**config.mk**
```make
export PLATFORM = sky130hd
export DESIGN_NAME = comp_unit
export DESIGN_NICKNAME = d
export VERILOG_FILES = /design/src/verilog/comp_pkg.sv /design/src/verilog/comp_unit.sv /design/src/verilog/comp_cpl_builder.sv /design/src/verilog/comp_payload_fifo.sv /design/src/verilog/comp_hdr_decode.sv
export VERILOG_INCLUDE_DIRS = /design/src /design/src/verilog
export SDC_FILE = /design/constraint.sdc
export NUM_CORES = 1
export LEC_CHECK = 0
export ABC_AREA = 1
export BUFFER_PORTS_ARGS = -buffer_cell sky130_fd_sc_hd__buf_2
export CAP_MARGIN = 40
export CORE_MARGIN = 1.5
export CORE_UTILIZATION = 55
export CTS_CLUSTER_DIAMETER = 40
export DETAILED_ROUTE_END_ITERATION = 6
export PLACE_DENSITY = 0.72
export REMOVE_ABC_BUFFERS = 1
export SYNTH_ARGS = -nofsm -noshare
export SYNTH_HDL_FRONTEND = slang
export SYNTH_HIERARCHICAL = 1
export SYNTH_SLANG_ARGS = --single-unit
```
**constraint.sdc**
```tcl
create_clock -name clk -period 5.1 [get_ports clk]
set_input_delay 1.02 -clock clk [delete_from_list [all_inputs] [get_ports clk]]
set_output_delay 1.02 -clock clk [all_outputs]
set_load 0.1 [all_outputs]
```
**src/verilog/comp_consts.svh**
```systemverilog
`ifndef COMP_CONSTS_SVH
`define COMP_CONSTS_SVH

// locallink data path
`define COMP_DW            32
`define COMP_REM_W         4

// request header layout, word index from sof
`define COMP_HDR_WORDS     7
`define COMP_HDR_FLAG_IDX  3
`define COMP_HDR_LEN_IDX   4
`define COMP_HDR_TASK_IDX  5

// task index sits in the low bits of its header word
`define COMP_TASK_W        10

// payload words held between tx and rx
`define COMP_FIFO_DEPTH    16

// status flag in trailer word 0, just under the op flag
`define COMP_STATUS_BIT    28

`endif
```
**src/verilog/comp_pkg.sv**
```systemverilog
`default_nettype none

`include "comp_consts.svh"

package comp_pkg;

   typedef logic [`COMP_DW-1:0]    ll_word_t;
   typedef logic [`COMP_REM_W-1:0] ll_rem_t;
   typedef logic [`COMP_DW-1:0]    byte_cnt_t;
   typedef logic [`COMP_TASK_W-1:0] task_idx_t;

   // one-hot flag from header bits 31:29
   typedef enum logic [2:0] {
      OP_NONE   = 3'b000,
      OP_COPY   = 3'b001,
      OP_DECOMP = 3'b010,
      OP_COMP   = 3'b100
   } comp_op_e;

   // tx side
   typedef enum logic [1:0] {
      HDR_IDLE,
      HDR_HEADER,
      HDR_PAYLOAD,
      HDR_WAIT_CPL
   } hdr_state_e;

   // rx side, names the word held in the output register
   typedef enum logic [2:0] {
      CPL_IDLE,
      CPL_PAYLOAD,
      CPL_TRL0,
      CPL_TRL1,
      CPL_TRL2
   } cpl_state_e;

endpackage

`default_nettype wire

```
**src/verilog/comp_unit.sv**
```systemverilog
`timescale 1ns/100ps
`default_nettype none

module comp_unit (
   input  wire                   clk,
   input  wire                   rst_n,
   // tx port, frames from the dma engine
   input  wire comp_pkg::ll_word_t tx_d_i,
   input  wire comp_pkg::ll_rem_t  tx_rem_i,
   input  wire                   tx_sof_n_i,
   input  wire                   tx_eof_n_i,
   input  wire                   tx_sop_n_i,
   input  wire                   tx_eop_n_i,
   input  wire                   tx_src_rdy_n_i,
   output logic                  tx_dst_rdy_n_o,
   // rx port, payload plus completion
   output comp_pkg::ll_word_t    rx_d_o,
   output comp_pkg::ll_rem_t     rx_rem_o,
   output logic                  rx_sof_n_o,
   output logic                  rx_eof_n_o,
   output logic                  rx_sop_n_o,
   output logic                  rx_eop_n_o,
   output logic                  rx_src_rdy_n_o,
   input  wire                   rx_dst_rdy_n_i
);

   logic                 wr_en;
   comp_pkg::ll_word_t   wr_data;
   comp_pkg::ll_rem_t    wr_rem;
   logic                 wr_last;
   logic                 full;
   logic                 rd_en;
   comp_pkg::ll_word_t   rd_data;
   comp_pkg::ll_rem_t    rd_rem;
   logic                 rd_last;
   logic                 empty;
   logic                 info_valid;
   comp_pkg::comp_op_e   op;
   logic                 status;
   comp_pkg::byte_cnt_t  byte_cnt;
   comp_pkg::task_idx_t  task_idx;
   logic                 cpl_done;

   comp_hdr_decode u_decode (
      .clk            (clk),
      .rst_n          (rst_n),
      .tx_d_i         (tx_d_i),
      .tx_rem_i       (tx_rem_i),
      .tx_sof_n_i     (tx_sof_n_i),
      .tx_eof_n_i     (tx_eof_n_i),
      .tx_sop_n_i     (tx_sop_n_i),
      .tx_eop_n_i     (tx_eop_n_i),
      .tx_src_rdy_n_i (tx_src_rdy_n_i),
      .full_i         (full),
      .cpl_done_i     (cpl_done),
      .tx_dst_rdy_n_o (tx_dst_rdy_n_o),
      .wr_en_o        (wr_en),
      .wr_data_o      (wr_data),
      .wr_rem_o       (wr_rem),
      .wr_last_o      (wr_last),
      .info_valid_o   (info_valid),
      .op_o           (op),
      .status_o       (status),
      .byte_cnt_o     (byte_cnt),
      .task_idx_o     (task_idx)
   );

   comp_payload_fifo u_fifo (
      .clk       (clk),
      .rst_n     (rst_n),
      .wr_en_i   (wr_en),
      .wr_data_i (wr_data),
      .wr_rem_i  (wr_rem),
      .wr_last_i (wr_last),
      .rd_en_i   (rd_en),
      .full_o    (full),
      .empty_o   (empty),
      .rd_data_o (rd_data),
      .rd_rem_o  (rd_rem),
      .rd_last_o (rd_last)
   );

   comp_cpl_builder u_builder (
      .clk            (clk),
      .rst_n          (rst_n),
      .rx_dst_rdy_n_i (rx_dst_rdy_n_i),
      .empty_i        (empty),
      .rd_data_i      (rd_data),
      .rd_rem_i       (rd_rem),
      .rd_last_i      (rd_last),
      .info_valid_i   (info_valid),
      .op_i           (op),
      .status_i       (status),
      .byte_cnt_i     (byte_cnt),
      .task_idx_i     (task_idx),
      .rd_en_o        (rd_en),
      .rx_d_o         (rx_d_o),
      .rx_rem_o       (rx_rem_o),
      .rx_sof_n_o     (rx_sof_n_o),
      .rx_eof_n_o     (rx_eof_n_o),
      .rx_sop_n_o     (rx_sop_n_o),
      .rx_eop_n_o     (rx_eop_n_o),
      .rx_src_rdy_n_o (rx_src_rdy_n_o),
      .cpl_done_o     (cpl_done)
   );

endmodule

`default_nettype wire

```
**src/verilog/comp_cpl_builder.sv**
```systemverilog
`timescale 1ns/100ps
`default_nettype none

`include "comp_consts.svh"

module comp_cpl_builder (
   input  wire                      clk,
   input  wire                      rst_n,
   input  wire                      rx_dst_rdy_n_i,
   input  wire                      empty_i,
   input  wire comp_pkg::ll_word_t  rd_data_i,
   input  wire comp_pkg::ll_rem_t   rd_rem_i,
   input  wire                      rd_last_i,
   input  wire                      info_valid_i,
   input  wire comp_pkg::comp_op_e  op_i,
   input  wire                      status_i,
   input  wire comp_pkg::byte_cnt_t byte_cnt_i,
   input  wire comp_pkg::task_idx_t task_idx_i,
   output logic                     rd_en_o,
   output comp_pkg::ll_word_t       rx_d_o,
   output comp_pkg::ll_rem_t        rx_rem_o,
   output logic                     rx_sof_n_o,
   output logic                     rx_eof_n_o,
   output logic                     rx_sop_n_o,
   output logic                     rx_eop_n_o,
   output logic                     rx_src_rdy_n_o,
   output logic                     cpl_done_o
);

   comp_pkg::cpl_state_e state_q;
   logic                 info_pend_q;
   logic                 sop_pend_q;
   comp_pkg::comp_op_e   op_q;
   logic                 status_q;
   comp_pkg::byte_cnt_t  cnt_q;
   comp_pkg::task_idx_t  task_q;
   logic                 rx_xfer;
   logic                 load;
   logic                 in_stream;
   logic                 take_payload;
   logic                 take_trl0;
   comp_pkg::ll_word_t   trl0_word;

   // output register is free when empty or being accepted this cycle
   assign rx_xfer   = !rx_src_rdy_n_o && !rx_dst_rdy_n_i;
   assign load      = rx_src_rdy_n_o || !rx_dst_rdy_n_i;
   assign in_stream = (state_q == comp_pkg::CPL_IDLE) || (state_q == comp_pkg::CPL_PAYLOAD);

   // payload first, trailer only after the buffer drained
   assign take_payload = load && in_stream && !empty_i;
   assign take_trl0    = load && in_stream && empty_i && info_pend_q;

   assign rd_en_o    = take_payload;
   assign cpl_done_o = rx_xfer && (state_q == comp_pkg::CPL_TRL2);

   always_comb begin
      trl0_word = '0;
      trl0_word[`COMP_DW-1 -: $bits(comp_pkg::comp_op_e)] = op_q;
      trl0_word[`COMP_STATUS_BIT] = status_q;
   end

   // frame info, held until TRL2 leaves
   always_ff @(posedge clk) begin
      if (info_valid_i) begin
         op_q     <= op_i;
         status_q <= status_i;
         cnt_q    <= byte_cnt_i;
         task_q   <= task_idx_i;
      end
   end

   always_ff @(posedge clk) begin
      if (!rst_n) begin
         state_q        <= comp_pkg::CPL_IDLE;
         info_pend_q    <= 1'b0;
         sop_pend_q     <= 1'b1;
         rx_src_rdy_n_o <= 1'b1;
         rx_sof_n_o     <= 1'b1;
         rx_eof_n_o     <= 1'b1;
         rx_sop_n_o     <= 1'b1;
         rx_eop_n_o     <= 1'b1;
      end else begin
         if (info_valid_i) begin
            info_pend_q <= 1'b1;
         end
         if (load) begin
            case (state_q)
               comp_pkg::CPL_TRL0: begin
                  rx_sof_n_o <= 1'b1;
                  state_q    <= comp_pkg::CPL_TRL1;
               end
               comp_pkg::CPL_TRL1: begin
                  rx_eof_n_o <= 1'b0;
                  state_q    <= comp_pkg::CPL_TRL2;
               end
               comp_pkg::CPL_TRL2: begin
                  rx_src_rdy_n_o <= 1'b1;
                  rx_eof_n_o     <= 1'b1;
                  state_q        <= comp_pkg::CPL_IDLE;
               end
               default: begin
                  if (take_payload) begin
                     rx_src_rdy_n_o <= 1'b0;
                     rx_sof_n_o     <= (state_q != comp_pkg::CPL_IDLE);
                     rx_sop_n_o     <= !sop_pend_q;
                     rx_eop_n_o     <= !rd_last_i;
                     sop_pend_q     <= rd_last_i;
                     state_q        <= comp_pkg::CPL_PAYLOAD;
                  end else if (take_trl0) begin
                     // sof lands here when the frame had no payload
                     rx_src_rdy_n_o <= 1'b0;
                     rx_sof_n_o     <= (state_q != comp_pkg::CPL_IDLE);
                     rx_sop_n_o     <= 1'b1;
                     rx_eop_n_o     <= 1'b1;
                     info_pend_q    <= 1'b0;
                     state_q        <= comp_pkg::CPL_TRL0;
                  end else begin
                     rx_src_rdy_n_o <= 1'b1;
                  end
               end
            endcase
         end
      end
   end

   always_ff @(posedge clk) begin
      if (take_payload) begin
         rx_d_o   <= rd_data_i;
         rx_rem_o <= rd_rem_i;
      end else if (take_trl0) begin
         rx_d_o   <= trl0_word;
         rx_rem_o <= '0;
      end else if (load && state_q == comp_pkg::CPL_TRL0) begin
         rx_d_o <= cnt_q;
      end else if (load && state_q == comp_pkg::CPL_TRL1) begin
         rx_d_o <= {{(`COMP_DW - `COMP_TASK_W){1'b0}}, task_q};
      end
   end

endmodule

`default_nettype wire

```
**src/verilog/comp_payload_fifo.sv**
```systemverilog
`timescale 1ns/100ps
`default_nettype none

`include "comp_consts.svh"

module comp_payload_fifo (
   input  wire                     clk,
   input  wire                     rst_n,
   input  wire                     wr_en_i,
   input  wire comp_pkg::ll_word_t wr_data_i,
   input  wire comp_pkg::ll_rem_t  wr_rem_i,
   input  wire                     wr_last_i,
   input  wire                     rd_en_i,
   output logic                    full_o,
   output logic                    empty_o,
   output comp_pkg::ll_word_t      rd_data_o,
   output comp_pkg::ll_rem_t       rd_rem_o,
   output logic                    rd_last_o
);

   localparam int DEPTH = `COMP_FIFO_DEPTH;
   localparam int AW    = $clog2(DEPTH);
   localparam int CW    = $clog2(DEPTH + 1);

   comp_pkg::ll_word_t data_mem [DEPTH];
   comp_pkg::ll_rem_t  rem_mem  [DEPTH];
   logic               last_mem [DEPTH];

   logic [AW-1:0] wr_ptr_q;
   logic [AW-1:0] rd_ptr_q;
   logic [CW-1:0] count_q;
   logic          do_wr;
   logic          do_rd;

   // guard both sides so a stray strobe cannot corrupt the pointers
   assign do_wr = wr_en_i && !full_o;
   assign do_rd = rd_en_i && !empty_o;

   assign full_o  = (count_q == CW'(DEPTH));
   assign empty_o = (count_q == '0);

   always_ff @(posedge clk) begin
      if (do_wr) begin
         data_mem[wr_ptr_q] <= wr_data_i;
         rem_mem[wr_ptr_q]  <= wr_rem_i;
         last_mem[wr_ptr_q] <= wr_last_i;
      end
   end

   always_ff @(posedge clk) begin
      if (!rst_n) begin
         wr_ptr_q <= '0;
         rd_ptr_q <= '0;
         count_q  <= '0;
      end else begin
         if (do_wr) begin
            wr_ptr_q <= (wr_ptr_q == AW'(DEPTH - 1)) ? '0 : wr_ptr_q + 1'b1;
         end
         if (do_rd) begin
            rd_ptr_q <= (rd_ptr_q == AW'(DEPTH - 1)) ? '0 : rd_ptr_q + 1'b1;
         end
         case ({do_wr, do_rd})
            2'b10:   count_q <= count_q + 1'b1;
            2'b01:   count_q <= count_q - 1'b1;
            default: count_q <= count_q;
         endcase
      end
   end

   // head of queue, valid whenever empty_o is low
   assign rd_data_o = data_mem[rd_ptr_q];
   assign rd_rem_o  = rem_mem[rd_ptr_q];
   assign rd_last_o = last_mem[rd_ptr_q];

endmodule

`default_nettype wire

```
**src/verilog/comp_hdr_decode.sv**
```systemverilog
`timescale 1ns/100ps
`default_nettype none

`include "comp_consts.svh"

module comp_hdr_decode (
   input  wire                     clk,
   input  wire                     rst_n,
   input  wire comp_pkg::ll_word_t tx_d_i,
   input  wire comp_pkg::ll_rem_t  tx_rem_i,
   input  wire                     tx_sof_n_i,
   input  wire                     tx_eof_n_i,
   input  wire                     tx_sop_n_i,
   input  wire                     tx_eop_n_i,
   input  wire                     tx_src_rdy_n_i,
   input  wire                     full_i,
   input  wire                     cpl_done_i,
   output logic                    tx_dst_rdy_n_o,
   output logic                    wr_en_o,
   output comp_pkg::ll_word_t      wr_data_o,
   output comp_pkg::ll_rem_t       wr_rem_o,
   output logic                    wr_last_o,
   output logic                    info_valid_o,
   output comp_pkg::comp_op_e      op_o,
   output logic                    status_o,
   output comp_pkg::byte_cnt_t     byte_cnt_o,
   output comp_pkg::task_idx_t     task_idx_o
);

   localparam int HCW = $clog2(`COMP_HDR_WORDS);
   localparam int VBW = $clog2(`COMP_REM_W + 1);

   comp_pkg::hdr_state_e state_q;
   logic [HCW-1:0]       hdr_cnt_q;
   comp_pkg::comp_op_e   op_q;
   comp_pkg::byte_cnt_t  len_q;
   comp_pkg::task_idx_t  task_q;
   comp_pkg::byte_cnt_t  byte_cnt_q;
   logic                 status_q;
   logic                 info_valid_q;
   logic                 tx_xfer;
   logic                 pay_xfer;
   logic                 is_copy;
   logic                 hdr_last;
   comp_pkg::ll_rem_t    eff_rem;
   comp_pkg::ll_word_t   masked_d;
   logic [VBW-1:0]       valid_bytes;
   comp_pkg::byte_cnt_t  cnt_nxt;
   comp_pkg::byte_cnt_t  cnt_final;

   // stall while the buffer is full or a completion is pending
   assign tx_dst_rdy_n_o = full_i || (state_q == comp_pkg::HDR_WAIT_CPL);
   assign tx_xfer  = !tx_src_rdy_n_i && !tx_dst_rdy_n_o;
   assign pay_xfer = tx_xfer && (state_q == comp_pkg::HDR_PAYLOAD);
   assign is_copy  = (op_q == comp_pkg::OP_COPY);
   assign hdr_last = (hdr_cnt_q == HCW'(`COMP_HDR_WORDS - 1));

   // rem only means something on the eop word
   assign eff_rem = tx_eop_n_i ? '0 : tx_rem_i;

   // a set rem bit marks one invalid byte, counted from the low end
   always_comb begin
      masked_d    = tx_d_i;
      valid_bytes = VBW'(`COMP_REM_W);
      for (int b = 0; b < `COMP_REM_W; b++) begin
         if (eff_rem[b]) begin
            masked_d[8*b +: 8] = 8'h00;
            valid_bytes        = valid_bytes - 1'b1;
         end
      end
   end

   assign cnt_nxt   = (tx_sop_n_i ? byte_cnt_q : '0) + comp_pkg::byte_cnt_t'(valid_bytes);
   assign cnt_final = (pay_xfer && is_copy) ? cnt_nxt : byte_cnt_q;

   // only copy payload reaches the buffer
   assign wr_en_o   = pay_xfer && is_copy;
   assign wr_data_o = masked_d;
   assign wr_rem_o  = eff_rem;
   assign wr_last_o = !tx_eop_n_i;

   always_ff @(posedge clk) begin
      if (!rst_n) begin
         state_q      <= comp_pkg::HDR_IDLE;
         hdr_cnt_q    <= '0;
         op_q         <= comp_pkg::OP_NONE;
         byte_cnt_q   <= '0;
         status_q     <= 1'b0;
         info_valid_q <= 1'b0;
      end else begin
         info_valid_q <= 1'b0;
         case (state_q)
            comp_pkg::HDR_IDLE: begin
               if (tx_xfer && !tx_sof_n_i) begin
                  hdr_cnt_q  <= HCW'(1);
                  byte_cnt_q <= '0;
                  state_q    <= comp_pkg::HDR_HEADER;
               end
            end
            comp_pkg::HDR_HEADER: begin
               if (tx_xfer) begin
                  hdr_cnt_q <= hdr_cnt_q + 1'b1;
                  if (hdr_cnt_q == HCW'(`COMP_HDR_FLAG_IDX)) begin
                     op_q <= comp_pkg::comp_op_e'(tx_d_i[`COMP_DW-1 -: 3]);
                  end
                  if (hdr_last) begin
                     state_q <= tx_eof_n_i ? comp_pkg::HDR_PAYLOAD : comp_pkg::HDR_WAIT_CPL;
                  end
               end
            end
            comp_pkg::HDR_PAYLOAD: begin
               byte_cnt_q <= cnt_final;
               if (tx_xfer && !tx_eof_n_i) begin
                  state_q <= comp_pkg::HDR_WAIT_CPL;
               end
            end
            default: begin
               if (cpl_done_i) begin
                  state_q <= comp_pkg::HDR_IDLE;
               end
            end
         endcase

         // end of frame, header-only frames end on word 6
         if (tx_xfer && !tx_eof_n_i &&
             ((state_q == comp_pkg::HDR_PAYLOAD) ||
              (state_q == comp_pkg::HDR_HEADER && hdr_last))) begin
            info_valid_q <= 1'b1;
            status_q     <= is_copy && (cnt_final == len_q);
         end
      end
   end

   always_ff @(posedge clk) begin
      if (tx_xfer && state_q == comp_pkg::HDR_HEADER) begin
         if (hdr_cnt_q == HCW'(`COMP_HDR_LEN_IDX)) begin
            len_q <= tx_d_i;
         end
         if (hdr_cnt_q == HCW'(`COMP_HDR_TASK_IDX)) begin
            task_q <= tx_d_i[`COMP_TASK_W-1:0];
         end
      end
   end

   assign info_valid_o = info_valid_q;
   assign op_o         = op_q;
   assign status_o     = status_q;
   assign byte_cnt_o   = byte_cnt_q;
   assign task_idx_o   = task_q;

endmodule

`default_nettype wire

```
## Word-level counts from Yosys, hierarchy flattened

Memories as Yosys holds them, arrays and structs flattened. A register that Yosys moved wholly into a read port is not among the register bits.
Index checks and enable logic that the tools add are counted.

- Bits in registers: 189
- RAM bits: 592
- Word-level logic and storage cells: 183
- Memories kept: 3

Memories:

| name | words | width | rd ports | clocked after Yosys merged registers in | wr ports | line | source |
|---|---|---|---|---|---|---|---|
| u_fifo.data_mem | 16 | 32 | 1 | 1 | 1 | comp_payload_fifo.sv:25 | `comp_pkg::ll_word_t data_mem [DEPTH];` |
| u_fifo.rem_mem | 16 | 4 | 1 | 1 | 1 | comp_payload_fifo.sv:26 | `comp_pkg::ll_rem_t rem_mem [DEPTH];` |
| u_fifo.last_mem | 16 | 1 | 1 | 1 | 1 | comp_payload_fifo.sv:27 | `logic last_mem [DEPTH];` |

- Add/subtract/negate cells: 9
- Eq/ne operators: 22
- Multiplexer cells: 59
- Bitwise operators: 3
- Reduce and logical (&&, ||, !) cells: 62

Operators by type and width:

| operator | number |
|---|---|
| $mux W32 | 7 |
| $pmux W32 S2 | 1 |
| $mux W4 | 11 |
| $add A32 B3 Y32 | 1 |
| $eq A32 B32 Y1 | 1 |
| $mux W8 | 4 |
| $mux W3 | 8 |
| $logic_and A1 B1 Y1 | 19 |
| $mux W1 | 16 |
| $reduce_and A3 Y1 | 5 |
| $eq A3 B3 Y1 const B | 4 |
| $reduce_and A2 Y1 | 6 |
| $logic_not A1 Y1 | 11 |
| $mux W2 | 5 |
| $pmux W5 S2 | 1 |
| $reduce_bool A2 Y1 | 5 |
| $eq A3 B2 Y1 const B | 3 |
| $pmux W3 S3 | 1 |
| $sub A3 B1 Y3 const B | 3 |
| $add A4 B1 Y4 const B | 2 |
| $eq A4 B4 Y1 const B | 2 |
| $ne A2 B1 Y1 const B | 4 |
| $reduce_bool A4 Y1 | 2 |
| $eq A2 B2 Y1 const B | 3 |
| other kinds (19) | 30 |

## Depth between registers and ports, before layout

- Depth after elaboration: 12
- Mapped depth: 28

## Hierarchy

The synthesis kept the hierarchy.

By module, submodules not included:

| module | instances | cells an instance | area each (µm²) |
|---|---|---|---|
| comp_payload_fifo | 1 | 2006 | 25638.3 |
| comp_hdr_decode | 1 | 831 | 5594.1 |
| comp_cpl_builder | 1 | 245 | 3482.1 |

## Worst setup path after synthesis

Ideal clock, no wire load.

- Path type: input-to-reg
- From: input tx_eop_n_i
- To: register u_decode.status_q, in the netlist u_decode/status_o
- Setup time: 67 ps
- Data arrival time: 4286 ps
- Data required time: 5033 ps
- Path slack: 747 ps
- Stages: 25
- Cells stage by stage: inv_1 nand2_1 clkinv_1 ha_1 nand2_1 nand2_1 ha_1 inv_1 o21ai_0 fa_1 inv_1 nand2_1 nand2_1 nand2_1 nor2_1 nand2_1 o21ai_1 nand3_1 nand2_1 nand2_1 nor2_1 nand3_1 nor2_1 nand2_1 a21oi_2

- Cells in the longest elaborated chain, start to end: 12

Ends and longest elaborated chain:

| element | line | source |
|---|---|---|
| start, declared | comp_unit.sv:13 | `input wire tx_eop_n_i,` |
| $mux W4 * | comp_hdr_decode.sv:59 | `assign eff_rem = tx_eop_n_i ? '0 : tx_rem_i;` |
| via wr_rem[0] | comp_unit.sv:29 | `comp_pkg::ll_rem_t wr_rem;` |
| $mux W3 * | comp_hdr_decode.sv:66 | `if (eff_rem[b]) begin` |
| $sub A3 B1 Y3 | comp_hdr_decode.sv:68 | `valid_bytes = valid_bytes - 1'b1;` |
| $mux W3 * | comp_hdr_decode.sv:66 |  |
| $sub A3 B1 Y3 | comp_hdr_decode.sv:68 |  |
| $mux W3 * | comp_hdr_decode.sv:66 |  |
| $sub A3 B1 Y3 | comp_hdr_decode.sv:68 |  |
| $mux W3 * | comp_hdr_decode.sv:66 |  |
| $add A32 B3 Y32 * | comp_hdr_decode.sv:73 | `assign cnt_nxt = (tx_sop_n_i ? byte_cnt_q : '0) + comp_pkg::byte_cnt_t'(valid_bytes);` |
| $mux W32 * | comp_hdr_decode.sv:74 | `assign cnt_final = (pay_xfer && is_copy) ? cnt_nxt : byte_cnt_q;` |
| $eq A32 B32 Y1 * | comp_hdr_decode.sv:129 | `status_q <= is_copy && (cnt_final == len_q);` |
| $logic_and A1 B1 Y1 * | comp_hdr_decode.sv:129 |  |
| end signal, assigned | comp_hdr_decode.sv:129 |  |
| end, declared | comp_hdr_decode.sv:39 | `logic status_q;` |

Mark *: on every way through the listed nets, which the timed path passes. The rest lies on a longest branch.
A chain may end at the register's enable or synchronous reset.

## Final worst setup path

- From: input tx_eop_n_i
- To: register u_decode.status_q, in the netlist u_decode/status_o

- Cells in the longest elaborated chain, start to end: 12

Ends and longest elaborated chain:

| element | line |
|---|---|
| $mux W4 * | comp_hdr_decode.sv:59 |
| $mux W3 | comp_hdr_decode.sv:66 |
| $sub A3 B1 Y3 | comp_hdr_decode.sv:68 |
| $mux W3 | comp_hdr_decode.sv:66 |
| $sub A3 B1 Y3 | comp_hdr_decode.sv:68 |
| $mux W3 | comp_hdr_decode.sv:66 |
| $sub A3 B1 Y3 | comp_hdr_decode.sv:68 |
| $mux W3 * | comp_hdr_decode.sv:66 |
| $add A32 B3 Y32 * | comp_hdr_decode.sv:73 |
| $mux W32 * | comp_hdr_decode.sv:74 |
| $eq A32 B32 Y1 * | comp_hdr_decode.sv:129 |
| $logic_and A1 B1 Y1 * | comp_hdr_decode.sv:129 |

Every way passes the cells marked *; elsewhere a longest branch is shown, timed or not.

==> results.sh <==
export IMPL_cp_start_kind="input pin"
export IMPL_clk_latency_ns=0.67
export IMPL_max_slew_margin_pct=34.2
export IMPL_worstMarginPinSlew_ns=0.983
export IMPL_dp_hpwl_mm=52.4
export IMPL_ys_top_cells_by_count="edfxtp_1 (716), nand2_1 (470), inv_1 (450), nand3_1 (318), a21oi_1 (202)"
export IMPL_cp_max_fo=5
export IMPL_ant_nets=0
export IMPL_antenna_found_initial=1
export IMPL_startpoint="tx_eop_n_i"
export IMPL_yosys_top_cells_area="edfxtp_1 (62%), nand2_1 (5.1%), inv_1 (4.9%)"
export IMPL_core_rowCount=91
export IMPL_fp_dieW_um=254
export IMPL_slew_viol_final=0
export IMPL_cts_root_buf="clkbuf_16"
export IMPL_critPathSlowestCell="fa_1"
export IMPL_place_congestion=0.973
export IMPL_drt_initial_drc_count=2536
export IMPL_status="finished, final reports clean"
export IMPL_skew_ns=0.0289
export IMPL_hold_path_class="register to register"
export IMPL_final_cells=4120
export IMPL_cts_resized=0
export IMPL_worstPathCellList="buf_2 -> inv_1 -> nand2_1 -> ha_1 -> xor2_1 -> ha_1 -> inv_1 -> o21ai_0 -> fa_1 -> inv_1 -> nand2_1 -> nand2_1 -> nand2_1 -> nor2_1 -> nand2_1 -> o21ai_1 -> nand3_1 -> nand2_1 -> nand2_1 -> nor2_1 -> nand3_1 -> nor2_1 -> nand2_1 -> a21oi_2"
export IMPL_fp_dieH_um=254
export IMPL_slowest_delay_ns=0.53
export IMPL_avgSynthCellArea_um2=11.3
export IMPL_timing_rr_start="u_fifo/count_q[1]"
export IMPL_required_ns=5.69
export IMPL_synth_seq_area_share_pct=65.9
export IMPL_grt_pass1_vias=22600
export IMPL_die_area_um2=64600
export IMPL_crit_type="input pin to register"
export IMPL_io_buffer_count=85
export IMPL_rsz0062_at_grt="no"
export IMPL_placedCellCount=3921
export IMPL_post_cts_setup_buffer_count=0
export IMPL_start_util_pct=55.9
export IMPL_cp_arrival_ns=4.75
export IMPL_yosys_area_top_type="edfxtp_1"
export IMPL_path_delay_family="simple AND/OR/NAND/NOR gates"
export IMPL_grt_max_degree=122
export IMPL_netlist_instances=3082
export IMPL_ys_types=45
export IMPL_syn2layout_area_growth_pct=13.9
export IMPL_rrSetupSlack_ns=1.63
export IMPL_fin_crit_ns=4.16
export IMPL_endpoint_kind="register"
export IMPL_leakage_nw=14.5
export IMPL_finalInstanceArea_um2=39500
export IMPL_cts_max_path_buffers=3
export IMPL_cpMostUsedCell="nand2_1"
export IMPL_grt_ovfl_total=0
export IMPL_clock_sinks=785
export IMPL_drc=0
export IMPL_clkTransAtPathRegs_ns=0.06
export IMPL_cts_tree="built"
export IMPL_setup_tns_ns=0
export IMPL_post_synth_top_count_cell="edfxtp_1"
export IMPL_worst_path_stages=24
export IMPL_drt_total_wl_mm=89.4
export IMPL_yosys_most_used_dff="edfxtp_1"
export IMPL_numCtsBuffers=103
export IMPL_core_area_um2=62100
export IMPL_grt_use_total_pct=27.8
export IMPL_grt_first_pass_wirelength_mm=133
export IMPL_peakVddDrop_v=0.000276
export IMPL_rr_worst_depth=20
export IMPL_place_area_um2=36000
export IMPL_crit_buf_inv=4
export IMPL_setup_viol_count_final=0
export IMPL_hold_slack_ns=0.407
export IMPL_dr_total_vias=23600
export IMPL_finalCritPeriodShare_pct=81.6
export IMPL_htreeDepth=3
export IMPL_wire_per_inst_um=21.7
export IMPL_crit_path_end="u_decode/status_o"
export IMPL_drive_above_1_share_pct=16.6
export IMPL_ioPinCount=86
export IMPL_hold_violations=0
export IMPL_maxCapViolCount=0
export IMPL_ys_seq_elements=785
export IMPL_cts_hold_buf=0
export IMPL_yosys_warnings=6
export IMPL_r2r_end="u_decode/status_o"
export IMPL_nets=3263
export IMPL_power_density_nw_per_um2=402
export IMPL_synth_edf_count=716
export IMPL_dr_pass1_iters=6
export IMPL_synthArstFlopShare_pct=0
export IMPL_synth_top_cell_area_share_pct=61.9
export IMPL_max_freq_mhz=240
export IMPL_syn_area_um2=34700
export IMPL_vias_per_cell=5.72
## how the worst min path moves through the flow
stage                                start  slack [ns]             endpoint  cells after the start
global placement    u_decode/task_idx_o[3]        0.40  u_builder/task_q[3]                      0
finish              u_decode/task_idx_o[4]        0.41  u_builder/task_q[4]                      0
detailed placement  u_decode/task_idx_o[4]        0.40  u_builder/task_q[4]                      0
floorplan           u_decode/task_idx_o[0]        0.40  u_builder/task_q[0]                      0
global route        u_decode/task_idx_o[4]        0.43  u_builder/task_q[4]                      0
CTS                 u_decode/task_idx_o[4]        0.40  u_builder/task_q[4]                      0
## layout by cell type (no fill, tap or decap), types with 10 or more instances in the layout
| master | instances |
|---|---|
| nor2_4 | 23 |
| nor2_2 | 13 |
| nand2_2 | 74 |
| clkbuf_16 | 106 |
| buf_4 | 54 |
| clkinv_2 | 11 |
| o21ai_1 | 11 |
| nand3_1 | 318 |
| ha_1 | 24 |
| dfxtp_1 | 64 |
| a21oi_1 | 202 |
| nand4_1 | 12 |
| buf_2 | 85 |
| nand3b_1 | 21 |
| o211ai_1 | 85 |
| o21ai_0 | 181 |
| nor3_1 | 10 |
| o211ai_2 | 70 |
| edfxtp_1 | 716 |
| inv_6 | 17 |
| clkinvlp_4 | 11 |
| buf_12 | 15 |
| nor2_1 | 117 |
| inv_1 | 449 |
| nand2_1 | 470 |
| a22o_1 | 18 |
## per-stage QoR
stage | power (W) | setup WS [ns] | utilization [%]
after CTS | 0.0159 | 1.01 | 63.7
final | 0.0159 | 0.937 | 63.7
after global routing | 0.0163 | 0.645 | 63.7
after detailed placement | 0.00882 | 0.331 | 58.0
after floorplan | 0.00836 | -7.55 | -
after global placement | 0.00876 | 0.444 | 57.8
## worst reg2reg max path, stage by stage, from the launching register on
cell and delay (ns):
dfxtp_1 0.41, nor2_1 0.09, nand4_1 0.09, inv_1 0.08, nor2_2 0.14, nand3_1 0.14, nor2_4 0.15, buf_4 0.36
nand2_1 0.55, buf_4 0.40, nand2_1 0.10, nand3_1 0.10, nand2_1 0.11, nand2_1 0.05, nand2_1 0.06, nand2_1 0.06
nor2_1 0.12, nand3_1 0.11, nor2_1 0.11, nand2_1 0.07, a21oi_2 0.11
## cell type report
type / count / area, µm²
clock buffers: 120 / 2770
diodes: 1 / 2.50
flip-flops and latches: 785 / 22900
inverters: 461 / 1730
fillers: 4630 / 22500
repair buffers: 158 / 1210
multi-input cells: 1685 / 9160
clock inverters: 73 / 722
well taps: 837 / 1050
## flip-flops by register name, summed over array words and instances, names as in the netlist, 4 cells and up, named ones only
name / cells
u_fifo/rd_ptr_q: 4
u_decode/len_q: 32
u_builder/rx_d_o: 32
u_fifo/data_mem: 512
u_builder/cnt_q: 32
u_decode/byte_cnt_o: 32
u_builder/rx_rem_o: 4
u_fifo/count_q: 5
u_decode/task_idx_o: 10
u_builder/task_q: 10
u_fifo/wr_ptr_q: 4
u_fifo/last_mem: 16
u_fifo/rem_mem: 64
## power by group
group	switching [W]	internal, W
combinational	0.00119	0.000259
clock	0.00290	0.00428
sequential	0.0000593	0.00719
total	0.00415	0.0117
## routing by layer
layer	part of all wire [%]	wire [µm]	GRT usage, %
met1	40	36100	38.0
met2	47	42400	44.6
met3	9.0	8070	4.74
met4	3.2	2840	11.1
met5	0	0	0
## logic make-up (layout without fill, tap and decap cells)
group / count (synthesis) / count (layout) / synth area share (%)
other: 0 / 1 / 0
buffers and inverters: 612 / 812 / 8.10
adders and majority gates: 25 / 25 / 0.923
AOI/OAI and AO/OA: 574 / 574 / 10.7
and+or+nand+nor: 1072 / 1072 / 14.1
DFF: 785 / 785 / 65.9
xor gates and xnor gates: 14 / 14 / 0.353
Power figures use the tool's default switching activity.
